## config.mk

```make
export PLATFORM = sky130hd
export DESIGN_NAME = frontend_top
export DESIGN_NICKNAME = d
export VERILOG_FILES = /design/src/rv_pkg.sv /design/src/inst_fetch.sv /design/src/fetch_buffer.sv /design/src/inst_decode.sv /design/src/frontend_top.sv
export VERILOG_INCLUDE_DIRS = /design/src
export SDC_FILE = /design/constraint.sdc
export NUM_CORES = 1
export LEC_CHECK = 0
export BUFFER_PORTS_ARGS = -buffer_cell sky130_fd_sc_hd__clkbuf_2
export CORE_ASPECT_RATIO = 0.7
export CORE_MARGIN = 1.5
export CORE_UTILIZATION = 35
export CTS_BUF_LIST = sky130_fd_sc_hd__clkbuf_8
export DETAILED_ROUTE_END_ITERATION = 10
export GPL_TIMING_DRIVEN = 0
export SLEW_MARGIN = 20
export SYNTH_ARGS = -nofsm -noshare
export SYNTH_HDL_FRONTEND = slang
export SYNTH_SLANG_ARGS = --single-unit
```

## constraint.sdc

```tcl
create_clock -name clock -period 10.7 [get_ports clock]
set_input_delay 2.14 -clock clock [delete_from_list [all_inputs] [get_ports clock]]
set_output_delay 2.14 -clock clock [all_outputs]
set_load 0.02 [all_outputs]
```

## src/rv_config.svh

```systemverilog
`default_nettype none

`ifndef RV_CONFIG_SVH
`define RV_CONFIG_SVH

// width of instruction and data words
`define RV_XLEN 32

// fetch buffer entries, also the number of fetch credits
`define RV_BUF_DEPTH 4

// first instruction address after reset
`define RV_RESET_PC 32'h0000_0000

// machine CSR addresses used by the trap instructions
// ecall reads the trap vector
`define RV_CSR_MTVEC 12'h305

// ecall saves the pc here, mret reads it back
`define RV_CSR_MEPC 12'h341

// ecall writes the trap cause
`define RV_CSR_MCAUSE 12'h342

`endif

`default_nettype wire

```

## src/rv_pkg.sv

```systemverilog
`include "rv_config.svh"
`default_nettype none

package rv_pkg;

  // instruction or data word
  typedef logic [`RV_XLEN-1:0] word_t;

  // byte address, also used for the pc
  typedef logic [31:0] addr_t;

  // architectural register index x0..x31
  typedef logic [4:0] reg_idx_t;

  // csr address space
  typedef logic [11:0] csr_addr_t;

  // alu operation, one bit per function group
  // bit 0 sub and compares, bit 1 xor and beq, bit 2 or, bne and csrrs
  // bit 3 and plus unsigned compares, bit 4 sll and bgeu
  // bit 5 srl plus signed less-than, bit 6 sra and bge, bit 7 csrrc
  // all zero selects add
  typedef logic [7:0] alu_op_t;

  // next pc select
  // bit 0 jal or branch, bit 1 jalr or branch, bit 2 ecall or mret
  typedef logic [2:0] npc_sel_t;

  // register write-back source
  // bit 0 link or load, bit 1 auipc or load, bit 2 csr read
  typedef logic [2:0] wdata_sel_t;

  // alu operand 2 source
  // bit 0 immediate, bit 1 csr value
  typedef logic [1:0] opnd_sel_t;

  // event counter
  typedef logic [31:0] count_t;

  // fetch unit state machine
  typedef enum logic {
    FETCH_IDLE = 1'b0,
    FETCH_RUN  = 1'b1
  } fetch_state_t;

endpackage

`default_nettype wire

```

## src/inst_fetch.sv

```systemverilog
`timescale 1ns/1ps
`include "rv_config.svh"
`default_nettype none

module inst_fetch
  import rv_pkg::*;
(
  input  logic  clock,
  input  logic  arst_n,
  input  logic  run,
  input  logic  pop,
  output logic  imem_req,
  output addr_t imem_addr,
  input  word_t imem_rdata,
  output logic  push,
  output word_t push_inst,
  output addr_t push_pc
);

  localparam int CREDIT_W = $clog2(`RV_BUF_DEPTH + 1);
  localparam logic [CREDIT_W-1:0] CREDIT_MAX = CREDIT_W'(`RV_BUF_DEPTH);

  fetch_state_t        state;
  addr_t               pc;
  logic [CREDIT_W-1:0] credits;
  logic                rdata_valid;
  addr_t               req_pc;

  // one read per cycle as long as buffer space is reserved
  assign imem_req  = (state == FETCH_RUN) && (credits != '0);
  assign imem_addr = pc;

  always_ff @(posedge clock or negedge arst_n) begin
    if (!arst_n) begin
      state       <= FETCH_IDLE;
      pc          <= `RV_RESET_PC;
      credits     <= CREDIT_MAX;
      rdata_valid <= 1'b0;
    end else begin
      case (state)
        FETCH_IDLE: begin
          if (run) begin
            state <= FETCH_RUN;
          end
        end
        FETCH_RUN: begin
          if (!run) begin
            state <= FETCH_IDLE;
          end
        end
        default: begin
          state <= FETCH_IDLE;
        end
      endcase

      // a request takes a credit, a pop downstream gives one back
      case ({imem_req, pop})
        2'b10:   credits <= credits - 1'b1;
        2'b01:   credits <= credits + 1'b1;
        default: credits <= credits;
      endcase

      if (imem_req) begin
        pc <= pc + 32'd4;
      end

      // memory answers exactly one cycle later
      rdata_valid <= imem_req;
    end
  end

  // address of the read in flight, paired with its data on return
  always_ff @(posedge clock) begin
    if (imem_req) begin
      req_pc <= pc;
    end
  end

  assign push      = rdata_valid;
  assign push_inst = imem_rdata;
  assign push_pc   = req_pc;

endmodule

`default_nettype wire

```

## src/fetch_buffer.sv

```systemverilog
`timescale 1ns/1ps
`include "rv_config.svh"
`default_nettype none

module fetch_buffer
  import rv_pkg::*;
(
  input  logic  clock,
  input  logic  arst_n,
  input  logic  push,
  input  word_t push_inst,
  input  addr_t push_pc,
  input  logic  pop,
  output logic  empty,
  output word_t head_inst,
  output addr_t head_pc
);

  localparam int DEPTH   = `RV_BUF_DEPTH;
  localparam int PTR_W   = (DEPTH > 1) ? $clog2(DEPTH) : 1;
  localparam int COUNT_W = $clog2(DEPTH + 1);
  localparam logic [PTR_W-1:0] LAST = PTR_W'(DEPTH - 1);

  word_t inst_mem [DEPTH];
  addr_t pc_mem   [DEPTH];

  logic [PTR_W-1:0]   wr_ptr;
  logic [PTR_W-1:0]   rd_ptr;
  logic [COUNT_W-1:0] count;

  // storage, written at the tail
  always_ff @(posedge clock) begin
    if (push) begin
      inst_mem[wr_ptr] <= push_inst;
      pc_mem[wr_ptr]   <= push_pc;
    end
  end

  always_ff @(posedge clock or negedge arst_n) begin
    if (!arst_n) begin
      wr_ptr <= '0;
      rd_ptr <= '0;
      count  <= '0;
    end else begin
      if (push) begin
        wr_ptr <= (wr_ptr == LAST) ? '0 : wr_ptr + 1'b1;
      end
      if (pop) begin
        rd_ptr <= (rd_ptr == LAST) ? '0 : rd_ptr + 1'b1;
      end
      // simultaneous push and pop leaves occupancy unchanged
      case ({push, pop})
        2'b10:   count <= count + 1'b1;
        2'b01:   count <= count - 1'b1;
        default: count <= count;
      endcase
    end
  end

  // fetch credits keep the buffer from overflowing, so no full flag
  assign empty     = (count == '0);
  assign head_inst = inst_mem[rd_ptr];
  assign head_pc   = pc_mem[rd_ptr];

endmodule

`default_nettype wire

```

## src/inst_decode.sv

```systemverilog
`timescale 1ns/1ps
`include "rv_config.svh"
`default_nettype none

module inst_decode
  import rv_pkg::*;
(
  input  logic       clock,
  input  logic       arst_n,
  input  logic       stall,
  input  logic       empty,
  input  word_t      head_inst,
  input  addr_t      head_pc,
  output logic       pop,
  output logic       dec_valid,
  output addr_t      dec_pc,
  output npc_sel_t   npc_sel,
  output word_t      imm,
  output opnd_sel_t  alu_operand2_sel,
  output logic       suffix_b,
  output logic       suffix_h,
  output logic       sext,
  output reg_idx_t   rs1,
  output reg_idx_t   rs2,
  output reg_idx_t   rd,
  output logic       r_wen,
  output wdata_sel_t r_wdata_sel,
  output csr_addr_t  csr_s,
  output csr_addr_t  csr_d1,
  output csr_addr_t  csr_d2,
  output logic       csr_wen1,
  output logic       csr_wen2,
  output logic       csr_wdata1_sel,
  output logic       csr_wdata2_sel,
  output logic       mem_ren,
  output logic       mem_wen,
  output alu_op_t    alu_opcode,
  output count_t     count_calc,
  output count_t     count_ls,
  output count_t     count_csr
);

  logic [6:0] opcode;
  logic [2:0] funct3;
  logic [6:0] funct7;
  logic       f7_base;
  logic       f7_alt;

  logic is_lui, is_auipc, is_jal, is_jalr, is_branch;
  logic is_load, is_store, is_op_imm, is_op, is_system;
  logic is_beq, is_bne, is_blt, is_bge, is_bltu, is_bgeu;
  logic is_lb, is_lh, is_lbu, is_lhu, is_sb, is_sh;
  logic is_slti, is_sltiu, is_xori, is_ori, is_andi;
  logic is_slli, is_srli, is_srai;
  logic is_sub, is_sll, is_slt, is_sltu, is_xor, is_srl, is_sra, is_or, is_and;
  logic is_csrrw, is_csrrs, is_csrrc, is_csr_op, is_ecall, is_mret;
  logic u_type, j_type, b_type, i_type, s_type, r_type;

  word_t      imm_nxt;
  npc_sel_t   npc_sel_nxt;
  opnd_sel_t  opnd_sel_nxt;
  wdata_sel_t wdata_sel_nxt;
  alu_op_t    alu_op_nxt;
  logic       calc_class;
  logic       ls_class;

  assign opcode  = head_inst[6:0];
  assign funct3  = head_inst[14:12];
  assign funct7  = head_inst[31:25];
  assign f7_base = (funct7 == 7'b0000000);
  assign f7_alt  = (funct7 == 7'b0100000);

  // major opcodes
  assign is_lui    = (opcode == 7'b0110111);
  assign is_auipc  = (opcode == 7'b0010111);
  assign is_jal    = (opcode == 7'b1101111);
  assign is_jalr   = (opcode == 7'b1100111) && (funct3 == 3'b000);
  assign is_branch = (opcode == 7'b1100011);
  assign is_load   = (opcode == 7'b0000011);
  assign is_store  = (opcode == 7'b0100011);
  assign is_op_imm = (opcode == 7'b0010011);
  assign is_op     = (opcode == 7'b0110011);
  assign is_system = (opcode == 7'b1110011);

  assign is_beq  = is_branch && (funct3 == 3'b000);
  assign is_bne  = is_branch && (funct3 == 3'b001);
  assign is_blt  = is_branch && (funct3 == 3'b100);
  assign is_bge  = is_branch && (funct3 == 3'b101);
  assign is_bltu = is_branch && (funct3 == 3'b110);
  assign is_bgeu = is_branch && (funct3 == 3'b111);

  // only the byte and halfword forms need their own select
  assign is_lb  = is_load && (funct3 == 3'b000);
  assign is_lh  = is_load && (funct3 == 3'b001);
  assign is_lbu = is_load && (funct3 == 3'b100);
  assign is_lhu = is_load && (funct3 == 3'b101);
  assign is_sb  = is_store && (funct3 == 3'b000);
  assign is_sh  = is_store && (funct3 == 3'b001);

  assign is_slti  = is_op_imm && (funct3 == 3'b010);
  assign is_sltiu = is_op_imm && (funct3 == 3'b011);
  assign is_xori  = is_op_imm && (funct3 == 3'b100);
  assign is_ori   = is_op_imm && (funct3 == 3'b110);
  assign is_andi  = is_op_imm && (funct3 == 3'b111);
  assign is_slli  = is_op_imm && (funct3 == 3'b001) && f7_base;
  assign is_srli  = is_op_imm && (funct3 == 3'b101) && f7_base;
  assign is_srai  = is_op_imm && (funct3 == 3'b101) && f7_alt;

  // RV32M encodings (funct7 = 1) are not decoded
  assign is_sub  = is_op && (funct3 == 3'b000) && f7_alt;
  assign is_sll  = is_op && (funct3 == 3'b001) && f7_base;
  assign is_slt  = is_op && (funct3 == 3'b010) && f7_base;
  assign is_sltu = is_op && (funct3 == 3'b011) && f7_base;
  assign is_xor  = is_op && (funct3 == 3'b100) && f7_base;
  assign is_srl  = is_op && (funct3 == 3'b101) && f7_base;
  assign is_sra  = is_op && (funct3 == 3'b101) && f7_alt;
  assign is_or   = is_op && (funct3 == 3'b110) && f7_base;
  assign is_and  = is_op && (funct3 == 3'b111) && f7_base;

  assign is_csrrw  = is_system && (funct3 == 3'b001);
  assign is_csrrs  = is_system && (funct3 == 3'b010);
  assign is_csrrc  = is_system && (funct3 == 3'b011);
  assign is_csr_op = is_csrrw || is_csrrs || is_csrrc;
  assign is_ecall  = (head_inst == 32'h0000_0073);
  assign is_mret   = (head_inst == 32'h3020_0073);

  assign u_type = is_lui || is_auipc;
  assign j_type = is_jal;
  assign b_type = is_branch;
  assign i_type = is_jalr || is_load || is_op_imm || is_csr_op;
  assign s_type = is_store;
  assign r_type = is_op;

  // at most one format is active, so the immediates are merged by or
  assign imm_nxt =
      (u_type ? {head_inst[31:12], 12'b0} : '0) |
      (j_type ? {{12{head_inst[31]}}, head_inst[19:12], head_inst[20],
                 head_inst[30:21], 1'b0} : '0) |
      (b_type ? {{20{head_inst[31]}}, head_inst[7], head_inst[30:25],
                 head_inst[11:8], 1'b0} : '0) |
      (i_type ? {{20{head_inst[31]}}, head_inst[31:20]} : '0) |
      (s_type ? {{20{head_inst[31]}}, head_inst[31:25], head_inst[11:7]} : '0);

  assign npc_sel_nxt = {is_ecall || is_mret, is_jalr || is_branch, is_jal || is_branch};

  assign opnd_sel_nxt = {is_csrrs || is_csrrc,
                         is_lui || is_jalr || is_load || is_op_imm || s_type};

  assign wdata_sel_nxt = {is_csr_op, is_auipc || is_load, is_jal || is_jalr || is_load};

  assign alu_op_nxt[0] = is_sub || is_branch || is_slti || is_sltiu || is_slt || is_sltu;
  assign alu_op_nxt[1] = is_xori || is_xor || is_beq;
  assign alu_op_nxt[2] = is_ori || is_or || is_bne || is_csrrs;
  assign alu_op_nxt[3] = is_andi || is_and || is_bltu || is_sltiu || is_sltu;
  assign alu_op_nxt[4] = is_slli || is_sll || is_bgeu;
  assign alu_op_nxt[5] = is_srli || is_srl || is_blt || is_slti || is_slt;
  assign alu_op_nxt[6] = is_srai || is_sra || is_bge;
  assign alu_op_nxt[7] = is_csrrc;

  assign calc_class = is_lui || is_auipc || is_jal || is_jalr || is_op_imm || is_op;
  assign ls_class   = is_load || is_store;

  // take the head word whenever one is waiting and we are not held
  assign pop = !empty && !stall;

  // strobes and counters
  always_ff @(posedge clock or negedge arst_n) begin
    if (!arst_n) begin
      dec_valid  <= 1'b0;
      r_wen      <= 1'b0;
      csr_wen1   <= 1'b0;
      csr_wen2   <= 1'b0;
      mem_ren    <= 1'b0;
      mem_wen    <= 1'b0;
      count_calc <= '0;
      count_ls   <= '0;
      count_csr  <= '0;
    end else begin
      dec_valid <= pop;
      r_wen     <= (u_type || j_type || i_type || r_type) && pop;
      csr_wen1  <= (is_csr_op || is_ecall) && pop;
      csr_wen2  <= is_ecall && pop;
      mem_ren   <= is_load && pop;
      mem_wen   <= is_store && pop;
      if (pop && calc_class) begin
        count_calc <= count_calc + 1'b1;
      end
      if (pop && ls_class) begin
        count_ls <= count_ls + 1'b1;
      end
      if (pop && is_system) begin
        count_csr <= count_csr + 1'b1;
      end
    end
  end

  // decoded fields, held until the next pop
  always_ff @(posedge clock) begin
    if (pop) begin
      dec_pc           <= head_pc;
      npc_sel          <= npc_sel_nxt;
      imm              <= imm_nxt;
      alu_operand2_sel <= opnd_sel_nxt;
      suffix_b         <= is_lb || is_lbu || is_sb;
      suffix_h         <= is_lh || is_lhu || is_sh;
      sext             <= is_lb || is_lh;
      // lui adds its immediate to x0, csrrw passes the csr through with x0
      rs1              <= is_lui ? '0 : head_inst[19:15];
      rs2              <= is_csrrw ? '0 : head_inst[24:20];
      rd               <= head_inst[11:7];
      r_wdata_sel      <= wdata_sel_nxt;
      csr_s            <= is_ecall ? `RV_CSR_MTVEC : (is_mret ? `RV_CSR_MEPC : imm_nxt[11:0]);
      csr_d1           <= is_ecall ? `RV_CSR_MCAUSE : imm_nxt[11:0];
      csr_d2           <= is_ecall ? `RV_CSR_MEPC : imm_nxt[11:0];
      csr_wdata1_sel   <= is_ecall;
      csr_wdata2_sel   <= is_ecall;
      alu_opcode       <= alu_op_nxt;
    end
  end

endmodule

`default_nettype wire

```

## src/frontend_top.sv

```systemverilog
`timescale 1ns/1ps
`default_nettype none

module frontend_top
  import rv_pkg::*;
(
  input  logic       clock,
  input  logic       arst_n,
  input  logic       run,
  input  logic       stall,
  output logic       imem_req,
  output addr_t      imem_addr,
  input  word_t      imem_rdata,
  output logic       dec_valid,
  output addr_t      dec_pc,
  output npc_sel_t   npc_sel,
  output word_t      imm,
  output opnd_sel_t  alu_operand2_sel,
  output logic       suffix_b,
  output logic       suffix_h,
  output logic       sext,
  output reg_idx_t   rs1,
  output reg_idx_t   rs2,
  output reg_idx_t   rd,
  output logic       r_wen,
  output wdata_sel_t r_wdata_sel,
  output csr_addr_t  csr_s,
  output csr_addr_t  csr_d1,
  output csr_addr_t  csr_d2,
  output logic       csr_wen1,
  output logic       csr_wen2,
  output logic       csr_wdata1_sel,
  output logic       csr_wdata2_sel,
  output logic       mem_ren,
  output logic       mem_wen,
  output alu_op_t    alu_opcode,
  output count_t     count_calc,
  output count_t     count_ls,
  output count_t     count_csr
);

  // fetch to buffer
  logic  push;
  word_t push_inst;
  addr_t push_pc;

  // buffer to decoder, pop also returns a fetch credit
  logic  pop;
  logic  empty;
  word_t head_inst;
  addr_t head_pc;

  inst_fetch fetch0 (
    .clock      (clock),
    .arst_n     (arst_n),
    .run        (run),
    .pop        (pop),
    .imem_req   (imem_req),
    .imem_addr  (imem_addr),
    .imem_rdata (imem_rdata),
    .push       (push),
    .push_inst  (push_inst),
    .push_pc    (push_pc)
  );

  fetch_buffer buffer0 (
    .clock     (clock),
    .arst_n    (arst_n),
    .push      (push),
    .push_inst (push_inst),
    .push_pc   (push_pc),
    .pop       (pop),
    .empty     (empty),
    .head_inst (head_inst),
    .head_pc   (head_pc)
  );

  inst_decode decode0 (
    .clock            (clock),
    .arst_n           (arst_n),
    .stall            (stall),
    .empty            (empty),
    .head_inst        (head_inst),
    .head_pc          (head_pc),
    .pop              (pop),
    .dec_valid        (dec_valid),
    .dec_pc           (dec_pc),
    .npc_sel          (npc_sel),
    .imm              (imm),
    .alu_operand2_sel (alu_operand2_sel),
    .suffix_b         (suffix_b),
    .suffix_h         (suffix_h),
    .sext             (sext),
    .rs1              (rs1),
    .rs2              (rs2),
    .rd               (rd),
    .r_wen            (r_wen),
    .r_wdata_sel      (r_wdata_sel),
    .csr_s            (csr_s),
    .csr_d1           (csr_d1),
    .csr_d2           (csr_d2),
    .csr_wen1         (csr_wen1),
    .csr_wen2         (csr_wen2),
    .csr_wdata1_sel   (csr_wdata1_sel),
    .csr_wdata2_sel   (csr_wdata2_sel),
    .mem_ren          (mem_ren),
    .mem_wen          (mem_wen),
    .alu_opcode       (alu_opcode),
    .count_calc       (count_calc),
    .count_ls         (count_ls),
    .count_csr        (count_csr)
  );

endmodule

`default_nettype wire

```

==> results of run 1 <==
==> sequential cells by signal, summed over array words and instances, names as in the netlist, 2 cells and up <==
name	count
decode0.rs1	5
decode0.imm	32
decode0.alu_opcode	8
decode0.count_calc	32
decode0.csr_d1	2
fetch0.imem_addr	30
decode0.rs2	5
decode0.rd	5
fetch0.credits	3
fetch0.push_pc	30
buffer0.inst_mem	128
decode0.r_wdata_sel	3
buffer0.wr_ptr	2
buffer0.rd_ptr	2
decode0.dec_pc	30
decode0.count_csr	32
decode0.alu_operand2_sel	2
decode0.csr_d2	12
decode0.npc_sel	3
buffer0.count	3
buffer0.pc_mem	120
decode0.csr_s	12
decode0.count_ls	32
==> synthesized netlist by cell type (3+ instances only) <==
cell	count	share of area [%]
o21ai_0	19	0.45
mux2_2	6	0.32
buf_6	5	0.26
or2_1	3	0.088
nand4_1	29	0.85
a221o_1	4	0.19
nand2_1	83	1.5
nand2b_1	6	0.18
buf_2	16	0.38
o21ai_1	6	0.14
and2_1	12	0.35
mux4_2	59	6.2
nor2b_1	8	0.24
xnor2_1	85	3.5
nand4b_1	3	0.12
o31a_1	3	0.12
inv_1	42	0.74
dfrtp_1	143	17
a21o_1	3	0.11
a21oi_1	6	0.14
and4_1	18	0.74
clkbuf_1	16	0.28
xor2_1	43	1.8
edfxtp_1	401	57
ha_1	11	0.65
buf_1	5	0.088
a22o_1	6	0.25
nor4_2	3	0.18
nor3_2	5	0.24
nor3_1	21	0.49
nor4_1	8	0.24
nand3_1	52	1.2
mux2i_1	3	0.14
nor2_1	53	0.94
buf_4	15	0.53
and3_1	32	0.94
and4b_1	3	0.14
==> per-layer routing <==
metal | track usage [%] | up-vias | share of wire, % | wire, um
met5 | 0 | - | 0.055 | 27
met2 | 24.2 | 358 | 46 | 22500
met3 | 4.97 | 85 | 7.0 | 3400
met1 | 21.3 | 6117 | 45 | 21700
met4 | 4.49 | 4 | 2.1 | 1010
li1 | - | 5591 | - | -
==> critical path: cells and delay by family (launching register included) <==
family	cells	cell delay (ns)
DFF	1	0.43
buffers and inverters	3	0.76
AOI/OAI and AO/OA	1	0.33
==> power groups by stage <==
stage | logic, mW | registers, mW | clock network, mW
2_1_floorplan | 0.835 | 3.19 | 0
3_3_place_gp | 1.56 | 3.03 | 0
3_5_place_dp | 1.64 | 3.01 | 0
4_1_cts | 1.64 | 2.97 | 1.71
5_1_grt | 1.74 | 3.01 | 1.80
6_report | 1.60 | 2.96 | 1.65
==> cell type report <==
type                       instances  area (um^2)  area share, %
sequential                       545        15600           61.0
multi-input combinational        630         5160           20.1
timing repair buffer             310         1740           6.78
clock buffer                      93         1280           4.99
tap                              808         1010           3.94
buffer                            57          329           1.28
clock inverter                    69          327           1.27
inverter                          42          165          0.644
antenna                            1         2.50        0.00975
==> worst max path at each step <==
stage	start	end	slack [ns]
floorplan	stall	fetch0.credits[2]	4.22
global placement	stall	decode0.count_calc[27]	1.98
detailed placement	stall	decode0.count_calc[27]	5.78
CTS	fetch0.credits[0]	imem_req	6.27
global route	fetch0.credits[0]	imem_req	6.23
finish	fetch0.credits[0]	imem_req	6.38
==> kinds of logic (layout without fill, tap and decap cells) <==
| kind of cell | Yosys count | in the layout |
|---|---|---|
| flops | 545 | 545 |
| simple gates | 356 | 356 |
| xor+xnor | 128 | 128 |
| buf+inv | 99 | 571 |
| mux | 68 | 68 |
| compound gates | 61 | 61 |
| fa+ha+maj | 13 | 13 |
| other cells | 1 | 5 |
==> results.ini, run 1 <==
[run_status]
outcome = finished clean

[sta]
finalHoldViolations = 0
rsz0062_at_grt = false
period_minus_slack_ns = 4.32
relSlewSlack_pct = 37.2
fin_skew_ns = 0.0349
setup_tns_ns = 0
whs_ns = 0.467
period_share_pct = 40.4
setup_viol = 0
finalWorstSetupSlack_ns = 6.38
maxSlewViolCount = 0
worst_pin_slew_ns = 0.942
fmax_mhz = 231

[routing]
drt-total-wl_um = 48700
wire_per_inst_um = 19.1
vias_per_cell = 4.76
ant_nets = 0
drc = 0
drt_first_pass_iters = 5
vias = 12155
drtIter0Drc = 809

[critical_path]
timing.rr.start = buffer0.rd_ptr[1]
crit_path_end_kind = output port
arrival_ns = 2.18
critPathKind = flip-flop to output port
cpPeakStageDelay_ns = 0.43
worstRegToRegCells = 10
r2r_end = decode0.alu_opcode[2]
critPathMaxFanout = 16
required_ns = 8.56
crit_top_cell = clkbuf_2
crit_chain = o31a_1 -> clkbuf_2 -> buf_16 -> clkbuf_2
reg2reg_slack_ns = 6.98
cp_slowest_cell = dfrtp_1
cp-start-kind = flip-flop

[yosys]
synth_adder_area_share_pct = 0.835
synth_compound_area_share_pct = 2.06
ys_ff_latch = 545
synthDistinctLibCells = 64
synth_top_family_by_area = simple AND/OR/NAND/NOR gates
syn_area_um2 = 21300
synthSimpleGateAreaFrac_pct = 9.27
ys_seq_area_share_pct = 73.6
netlist_instances = 1271
synth_edf_count = 401
async_reset_ff_share_pct = 26.4
syn_avg_cell_area_um2 = 16.7
yosys_warnings = 0
ys.flop_type = edfxtp_1
synthXorXnorAreaFrac_pct = 5.27
synthMuxAreaShare_pct = 6.71

[cts]
cts_made_buffers = 88
clk_latency_ns = 0.68
clk_pin_slew_worst_paths_ns = 0.06
htree_levels = 3
cts.sinks = 545
cts_resized = 0
root_buffer = clkbuf_8
cts-hold-fix-buffers = 0
post_cts.repair.setup_buffers = 0
ctsLongestPathBuffers = 3
cts_tree = done

[place]
place_ws_ns = 5.78
dp.cells = 2392
portBuffers = 302
hpwl_um = 32800
placed_area_um2 = 24100
gp_congestion = 0.825

[pwr]
p_int_mw = 4.20
p_leak_nw = 10.5
total_power_mw = 6.21
swShare_pct = 32.3
seqPwrFrac_pct = 47.7
powerDensity_nw_per_um2 = 242
pwr-share-comb_pct = 25.8
p_clk_share_pct = 26.5
switchingPower_mw = 2.01
ir_drop_mv = 0.118

[finish]
fin_cells = 2555
n_fill_cell = 5431
design_area_um2 = 25700
mostFrequentLayoutCell = edfxtp_1
area_growth_pct = 20.6
post-route-util_pct = 42.8
mostFrequentLayoutCells = edfxtp_1, clkbuf_2, dfrtp_1
layout-drive-gt1-share_pct = 31.1
nNetsFinal = 1723

[run]
drv_cap = 0

[global_route]
grt_max_degree = 89
grt-ovfl-total = 0
antenna_found_initial = 4
grt_pass1_vias = 12356
grt_pass1_wl_um = 74000
track_usage_pct = 15.7

[floorplanning]
core-area_um2 = 60000
start_util_pct = 35.5
die_h_um = 209
die_w_um = 298
num_rows = 75
fp.dieArea_um2 = 62300
io_pins = 307

[worst_hold_path]
holdPathStages = 1
hold_path_startpoint = decode0.count_csr[31]
hold_class = flip-flop to flip-flop
worstHoldEndpoint = decode0.count_csr[31]

(Power assumes the default switching activity.)
==> run 2, diff against run 1 <==
clock period = 4 ns   (was 10.7 ns; I/O delays follow)
==> results.ini, run 2 (synthesis gave the netlist of run 1 again) <==
[run_status]
outcome = finished clean  ; unchanged

[run]
drv_cap = 0  ; unchanged

[routing]
drt_first_pass_iters = 7  ; was 5
drc = 0  ; unchanged
ant_nets = 0  ; unchanged
vias_per_cell = 4.76  ; about the same
drtIter0Drc = 744  ; was 809
wire_per_inst_um = 19.1  ; about the same
drt-total-wl_um = 48800  ; was 48,700 um
vias = 12165  ; was 12,155

[global_route]
grt_max_degree = 81  ; was 89
antenna_found_initial = 5  ; was 4
track_usage_pct = 15.7  ; about the same
grt_pass1_wl_um = 74700  ; was 74,000 um
grt-ovfl-total = 0  ; unchanged
grt_pass1_vias = 12383  ; was 12,356

[critical_path]
cpLargestDelayFamily = buffers and inverters  ; unchanged
required_ns = 4.50  ; was 8.56 ns
reg2reg_slack_ns = 0.39  ; was 6.98 ns
arrival_ns = 4.11  ; was 2.18 ns
cp_slowest_cell = buf_1  ; was dfrtp_1
crit_buf_inv = 4  ; was 3
cp-start-kind = flip-flop  ; unchanged
critPathKind = flip-flop to flip-flop  ; was flip-flop to output port
critPathMaxFanout = 10  ; was 16
crit_path_end_kind = flip-flop  ; was output port
cpPeakStageDelay_ns = 0.61  ; was 0.43 ns
crit_chain = buf_6 -> buf_2 -> buf_1 -> clkbuf_2 -> mux4_2 -> nor2_1 -> nand3_1 -> a21oi_1 -> nand2_1 -> o21ai_0  ; was o31a_1 -> clkbuf_2 -> buf_16 -> clkbuf_2

[cts]
clk_pin_slew_worst_paths_ns = 0.06  ; about the same
cts_made_buffers = 87  ; was 88
htree_levels = 3  ; unchanged
post_cts.repair.setup_buffers = 0  ; unchanged
clk_latency_ns = 0.67  ; was 0.68 ns
cts_tree = done  ; unchanged
root_buffer = clkbuf_8  ; unchanged
ctsLongestPathBuffers = 3  ; unchanged
cts.sinks = 545  ; unchanged

[sta]
rsz0062_at_grt = false  ; unchanged
fin_skew_ns = 0.0330  ; was 0.0349 ns
relSlewSlack_pct = 33.6  ; was 37.2%
setup_viol = 0  ; unchanged
maxSlewViolCount = 0  ; unchanged
period_share_pct = 90.2
fmax_mhz = 277
finalHoldViolations = 0  ; unchanged
worst_pin_slew_ns = 0.996  ; was 0.942 ns
period_minus_slack_ns = 3.61
setup_tns_ns = 0  ; unchanged

[finish]
mostFrequentLayoutCell = edfxtp_1  ; unchanged
layout-drive-gt1-share_pct = 32.2  ; was 31.1%
design_area_um2 = 25800  ; was 25,700 um^2
largest_register_ffs = 128  ; unchanged
n_fill_cell = 5433  ; was 5,431
nNetsFinal = 1723  ; unchanged
area_growth_pct = 21.4  ; was 20.6%
mostFrequentLayoutCells = edfxtp_1, clkbuf_2, dfrtp_1  ; unchanged
largest_register = buffer0.inst_mem  ; unchanged
reg_top3 = buffer0.inst_mem x128, buffer0.pc_mem x120  ; unchanged
post-route-util_pct = 43.1  ; was 42.8%

[pwr]
ir_drop_mv = 0.287  ; was 0.118 mV
total_power_mw = 16.9  ; was 6.21 mW
powerDensity_nw_per_um2 = 655  ; was 242 nW/um^2
p_leak_nw = 10.6  ; was 10.5 nW

[floorplanning]
num_rows = 75  ; unchanged
core-area_um2 = 60000  ; unchanged
start_util_pct = 35.5  ; unchanged
fp.dieArea_um2 = 62300  ; unchanged
io_pins = 307  ; unchanged
die_w_um = 298  ; unchanged
die_h_um = 209  ; unchanged

[worst_hold_path]
hold_class = input pin to asynchronous set/reset pin  ; was flip-flop to flip-flop

[place]
portBuffers = 302  ; unchanged
placed_area_um2 = 24100  ; about the same
gp_congestion = 0.809  ; was 0.825
hpwl_um = 32900  ; was 32,800 um

run 2: final cells by class:
type	count	area (um^2)	area share [%]
Clock buffer	102	1400	5.44
Antenna cell	1	2.50	0.00969
Buffer	57	343	1.33
Clock inverter	61	348	1.35
Tap cell	808	1010	3.92
Sequential cell	545	15600	60.6
Inverter	42	161	0.625
Timing Repair Buffer	311	1750	6.76
Multi-Input combinational cell	630	5160	20.0
run 2: worst paths after layout:
check,cells past startpoint,to,start
min in group clock,1,fetch0.state,run
max in group asynchronous,2,decode0.r_wen,arst_n
max,10,decode0.alu_opcode[2],buffer0.rd_ptr[1]
min,1,fetch0.imem_addr[23],arst_n
min reg2reg,1,buffer0.count[2],buffer0.count[2]
max reg2reg,10,decode0.alu_opcode[2],buffer0.rd_ptr[1]
run 2: metrics by stage:
stage	cells	setup slack (ns)	hold WS [ns]
finish	2557	0.392	0.157
global route	2557	0.127	0.144
CTS	2556	0.141	0.120
detailed placement	2393	0.140	0.466
global placement	2384	-1.50	0.459
floorplan	1274	-0.168	0.443
run 2: metal layers:
layer	share of wire [%]	routed length, um	GRT usage (%)
met1	46	22300	21.8
met3	6.5	3190	4.41
met5	0.082	40	0
met2	45	22200	24.0
met4	2.3	1100	5.07
run 2: timing repair:
| action | 4_1_cts | 5_1_grt |
|---|---|---|
| resized for setup | 0 | 2 |
| endpoints found under the setup margin | 0 | 4 |
| hold buffers | 0 | 0 |
run 2: report_power, final:
group	switching [mW]	total (mW)	internal (mW)
sequential	0.436	7.92	7.48
combinational	2.74	4.28	1.54
clock	2.23	4.71	2.48
==> run 3, diff against run 2 <==
BUFFER_PORTS_ARGS = -buffer_cell sky130_fd_sc_hd__buf_2   (was -buffer_cell sky130_fd_sc_hd__clkbuf_2)
CORE_MARGIN = 2   (was 1.5)
==> results.ini, run 3 (synthesis gave the netlist of run 1 again) <==
[cts]
cts.sinks = 545  ; unchanged
cts-hold-fix-buffers = 0  ; unchanged
ctsLongestPathBuffers = 3  ; unchanged
root_buffer = clkbuf_8  ; unchanged
htree_levels = 3  ; unchanged
clk_latency_ns = 0.67  ; about the same
clk_pin_slew_worst_paths_ns = 0.07  ; was 0.06 ns
cts_tree = done  ; unchanged
cts_made_buffers = 87  ; unchanged

[finish]
layout-drive-gt1-share_pct = 32.0  ; was 32.2%
largest_register_ffs = 128  ; unchanged
n_fill_cell = 5448  ; was 5,433
design_area_um2 = 25800  ; about the same
post-route-util_pct = 43.0  ; was 43.1%
seqCellArea_um2 = 15600  ; unchanged
antennaDiodeCount = 0  ; was 1
reg_top3 = buffer0.inst_mem x128, buffer0.pc_mem x120  ; unchanged
largest_register = buffer0.inst_mem  ; unchanged
nNetsFinal = 1724  ; was 1,723
multi_input_area_um2 = 5160  ; unchanged
area_growth_pct = 21.2  ; was 21.4%
mostFrequentLayoutCells = edfxtp_1, buf_2, dfrtp_1  ; was edfxtp_1, clkbuf_2, dfrtp_1
fin_cells = 2556  ; was 2,557
mostFrequentLayoutCell = edfxtp_1  ; unchanged

[critical_path]
timing.rr.start = buffer0.rd_ptr[1]  ; unchanged
worstRegToRegCells = 10  ; unchanged
crit_buf_inv = 4  ; unchanged
cp-start-kind = flip-flop  ; unchanged
cpPeakStageDelay_ns = 0.58  ; was 0.61 ns
cpLargestDelayFamily = buffers and inverters  ; unchanged
critPathMaxFanout = 10  ; unchanged
reg2reg_slack_ns = 0.37  ; was 0.39 ns
r2r_end = decode0.alu_opcode[2]  ; unchanged
required_ns = 4.47  ; was 4.50 ns
arrival_ns = 4.10  ; was 4.11 ns
crit_cells = 10  ; unchanged
critPathKind = flip-flop to flip-flop  ; unchanged
crit_path_end_kind = flip-flop  ; unchanged
crit_chain = buf_6 -> buf_2 -> buf_1 -> clkbuf_2 -> mux4_2 -> nor2_1 -> nand3_1 -> a21oi_1 -> nand2_1 -> o21ai_0  ; unchanged
cp_slowest_cell = buf_1  ; unchanged

[sta]
setup_viol = 0  ; unchanged
worst_pin_slew_ns = 0.863  ; was 0.996 ns
fin_skew_ns = 0.0345  ; was 0.0330 ns
period_minus_slack_ns = 3.63  ; was 3.61 ns
period_share_pct = 90.7  ; was 90.2%
whs_ns = 0.0742  ; was 0.157 ns
fmax_mhz = 276  ; was 277 MHz
relSlewSlack_pct = 42.5  ; was 33.6%
finalWorstSetupSlack_ns = 0.374  ; was 0.392 ns
finalHoldViolations = 0  ; unchanged
rsz0062_at_grt = false  ; unchanged
setup_tns_ns = 0  ; unchanged
maxSlewViolCount = 0  ; unchanged

[routing]
drt-total-wl_um = 49700  ; was 48,800 um
wire_per_inst_um = 19.4  ; was 19.1 um
vias_per_cell = 4.75  ; was 4.76
vias = 12147  ; was 12,165
drc = 0  ; unchanged
drt_first_pass_iters = 5  ; was 7
drtIter0Drc = 834  ; was 744
ant_nets = 0  ; unchanged

[run]
drv_cap = 0  ; unchanged

[place]
hpwl_um = 33400  ; was 32,900 um
place_ws_ns = 0.189  ; was 0.140 ns
portBuffers = 302  ; unchanged
placed_area_um2 = 24100  ; about the same
dp.cells = 2394  ; was 2,393
gp_congestion = 0.807  ; was 0.809

[global_route]
grt_pass1_vias = 12468  ; was 12,383
track_usage_pct = 15.7  ; about the same
grt_pass1_wl_um = 75200  ; was 74,700 um
grt-ovfl-total = 0  ; unchanged
grt_max_degree = 92  ; was 81
antenna_found_initial = 4  ; was 5

[floorplanning]
die_w_um = 299  ; was 298 um
io_pins = 307  ; unchanged
fp.dieArea_um2 = 62800  ; was 62,300 um^2
core-area_um2 = 60000  ; unchanged
die_h_um = 210  ; was 209 um
num_rows = 75  ; unchanged
start_util_pct = 35.5  ; unchanged

[pwr]
ir_drop_mv = 0.289  ; was 0.287 mV
p_leak_nw = 10.6  ; about the same
powerDensity_nw_per_um2 = 653  ; was 655 nW/um^2
total_power_mw = 16.8  ; was 16.9 mW

[run_status]
outcome = finished clean  ; unchanged

[worst_hold_path]
hold_class = input pin to asynchronous set/reset pin  ; unchanged

## run 3: worst max path at each step
stage | start | end | slack (ns)
after floorplan | stall | fetch0.credits[1] | -0.17
after global placement | stall | fetch0.credits[1] | -1.44
after detailed placement | buffer0.rd_ptr[1] | decode0.alu_opcode[2] | 0.19
after CTS | buffer0.rd_ptr[1] | decode0.alu_opcode[2] | 0.17
after global routing | buffer0.rd_ptr[0] | decode0.alu_opcode[2] | 0.15
final | buffer0.rd_ptr[1] | decode0.alu_opcode[2] | 0.37
## run 3: what timing repair did
action | in CTS | in global routing
buffers inserted | 0 | 0
resized for setup | 0 | 2
setup endpoints to repair | 0 | 2
## run 3: area by class of cell
class / instances / share of cell area (%)
Timing Repair Buffer: 312 / 6.83
Multi-Input combinational cell: 630 / 20.0
Clock inverter: 65 / 1.41
Buffer: 57 / 1.32
Clock buffer: 97 / 5.18
Inverter: 42 / 0.626
Sequential cell: 545 / 60.7
Tap cell: 808 / 3.92
## run 3: worst register-to-register path, delay by kind of cell (launching register included)
kind,cells,cell delay [ns]
compound gates,2,0.62
mux,1,0.47
simple gates,3,0.54
flops,1,0.36
buf+inv,4,1.47
## run 3: routing by layer
| layer | share of wire (%) | track usage [%] | up-vias |
|---|---|---|---|
| li1 | - | - | 5582 |
| met1 | 45 | 21.6 | 6131 |
| met2 | 46 | 24.4 | 344 |
| met3 | 6.6 | 4.45 | 82 |
| met4 | 1.9 | 4.66 | 8 |
| met5 | 0.099 | 0 | - |
## run 3: where the power goes
group          switching [mW]  total [mW]  internal, mW  leakage [nW]
clock                    2.24        4.62          2.39         0.970
combinational            2.76        4.32          1.56          3.93
sequential              0.418        7.90          7.48          5.75
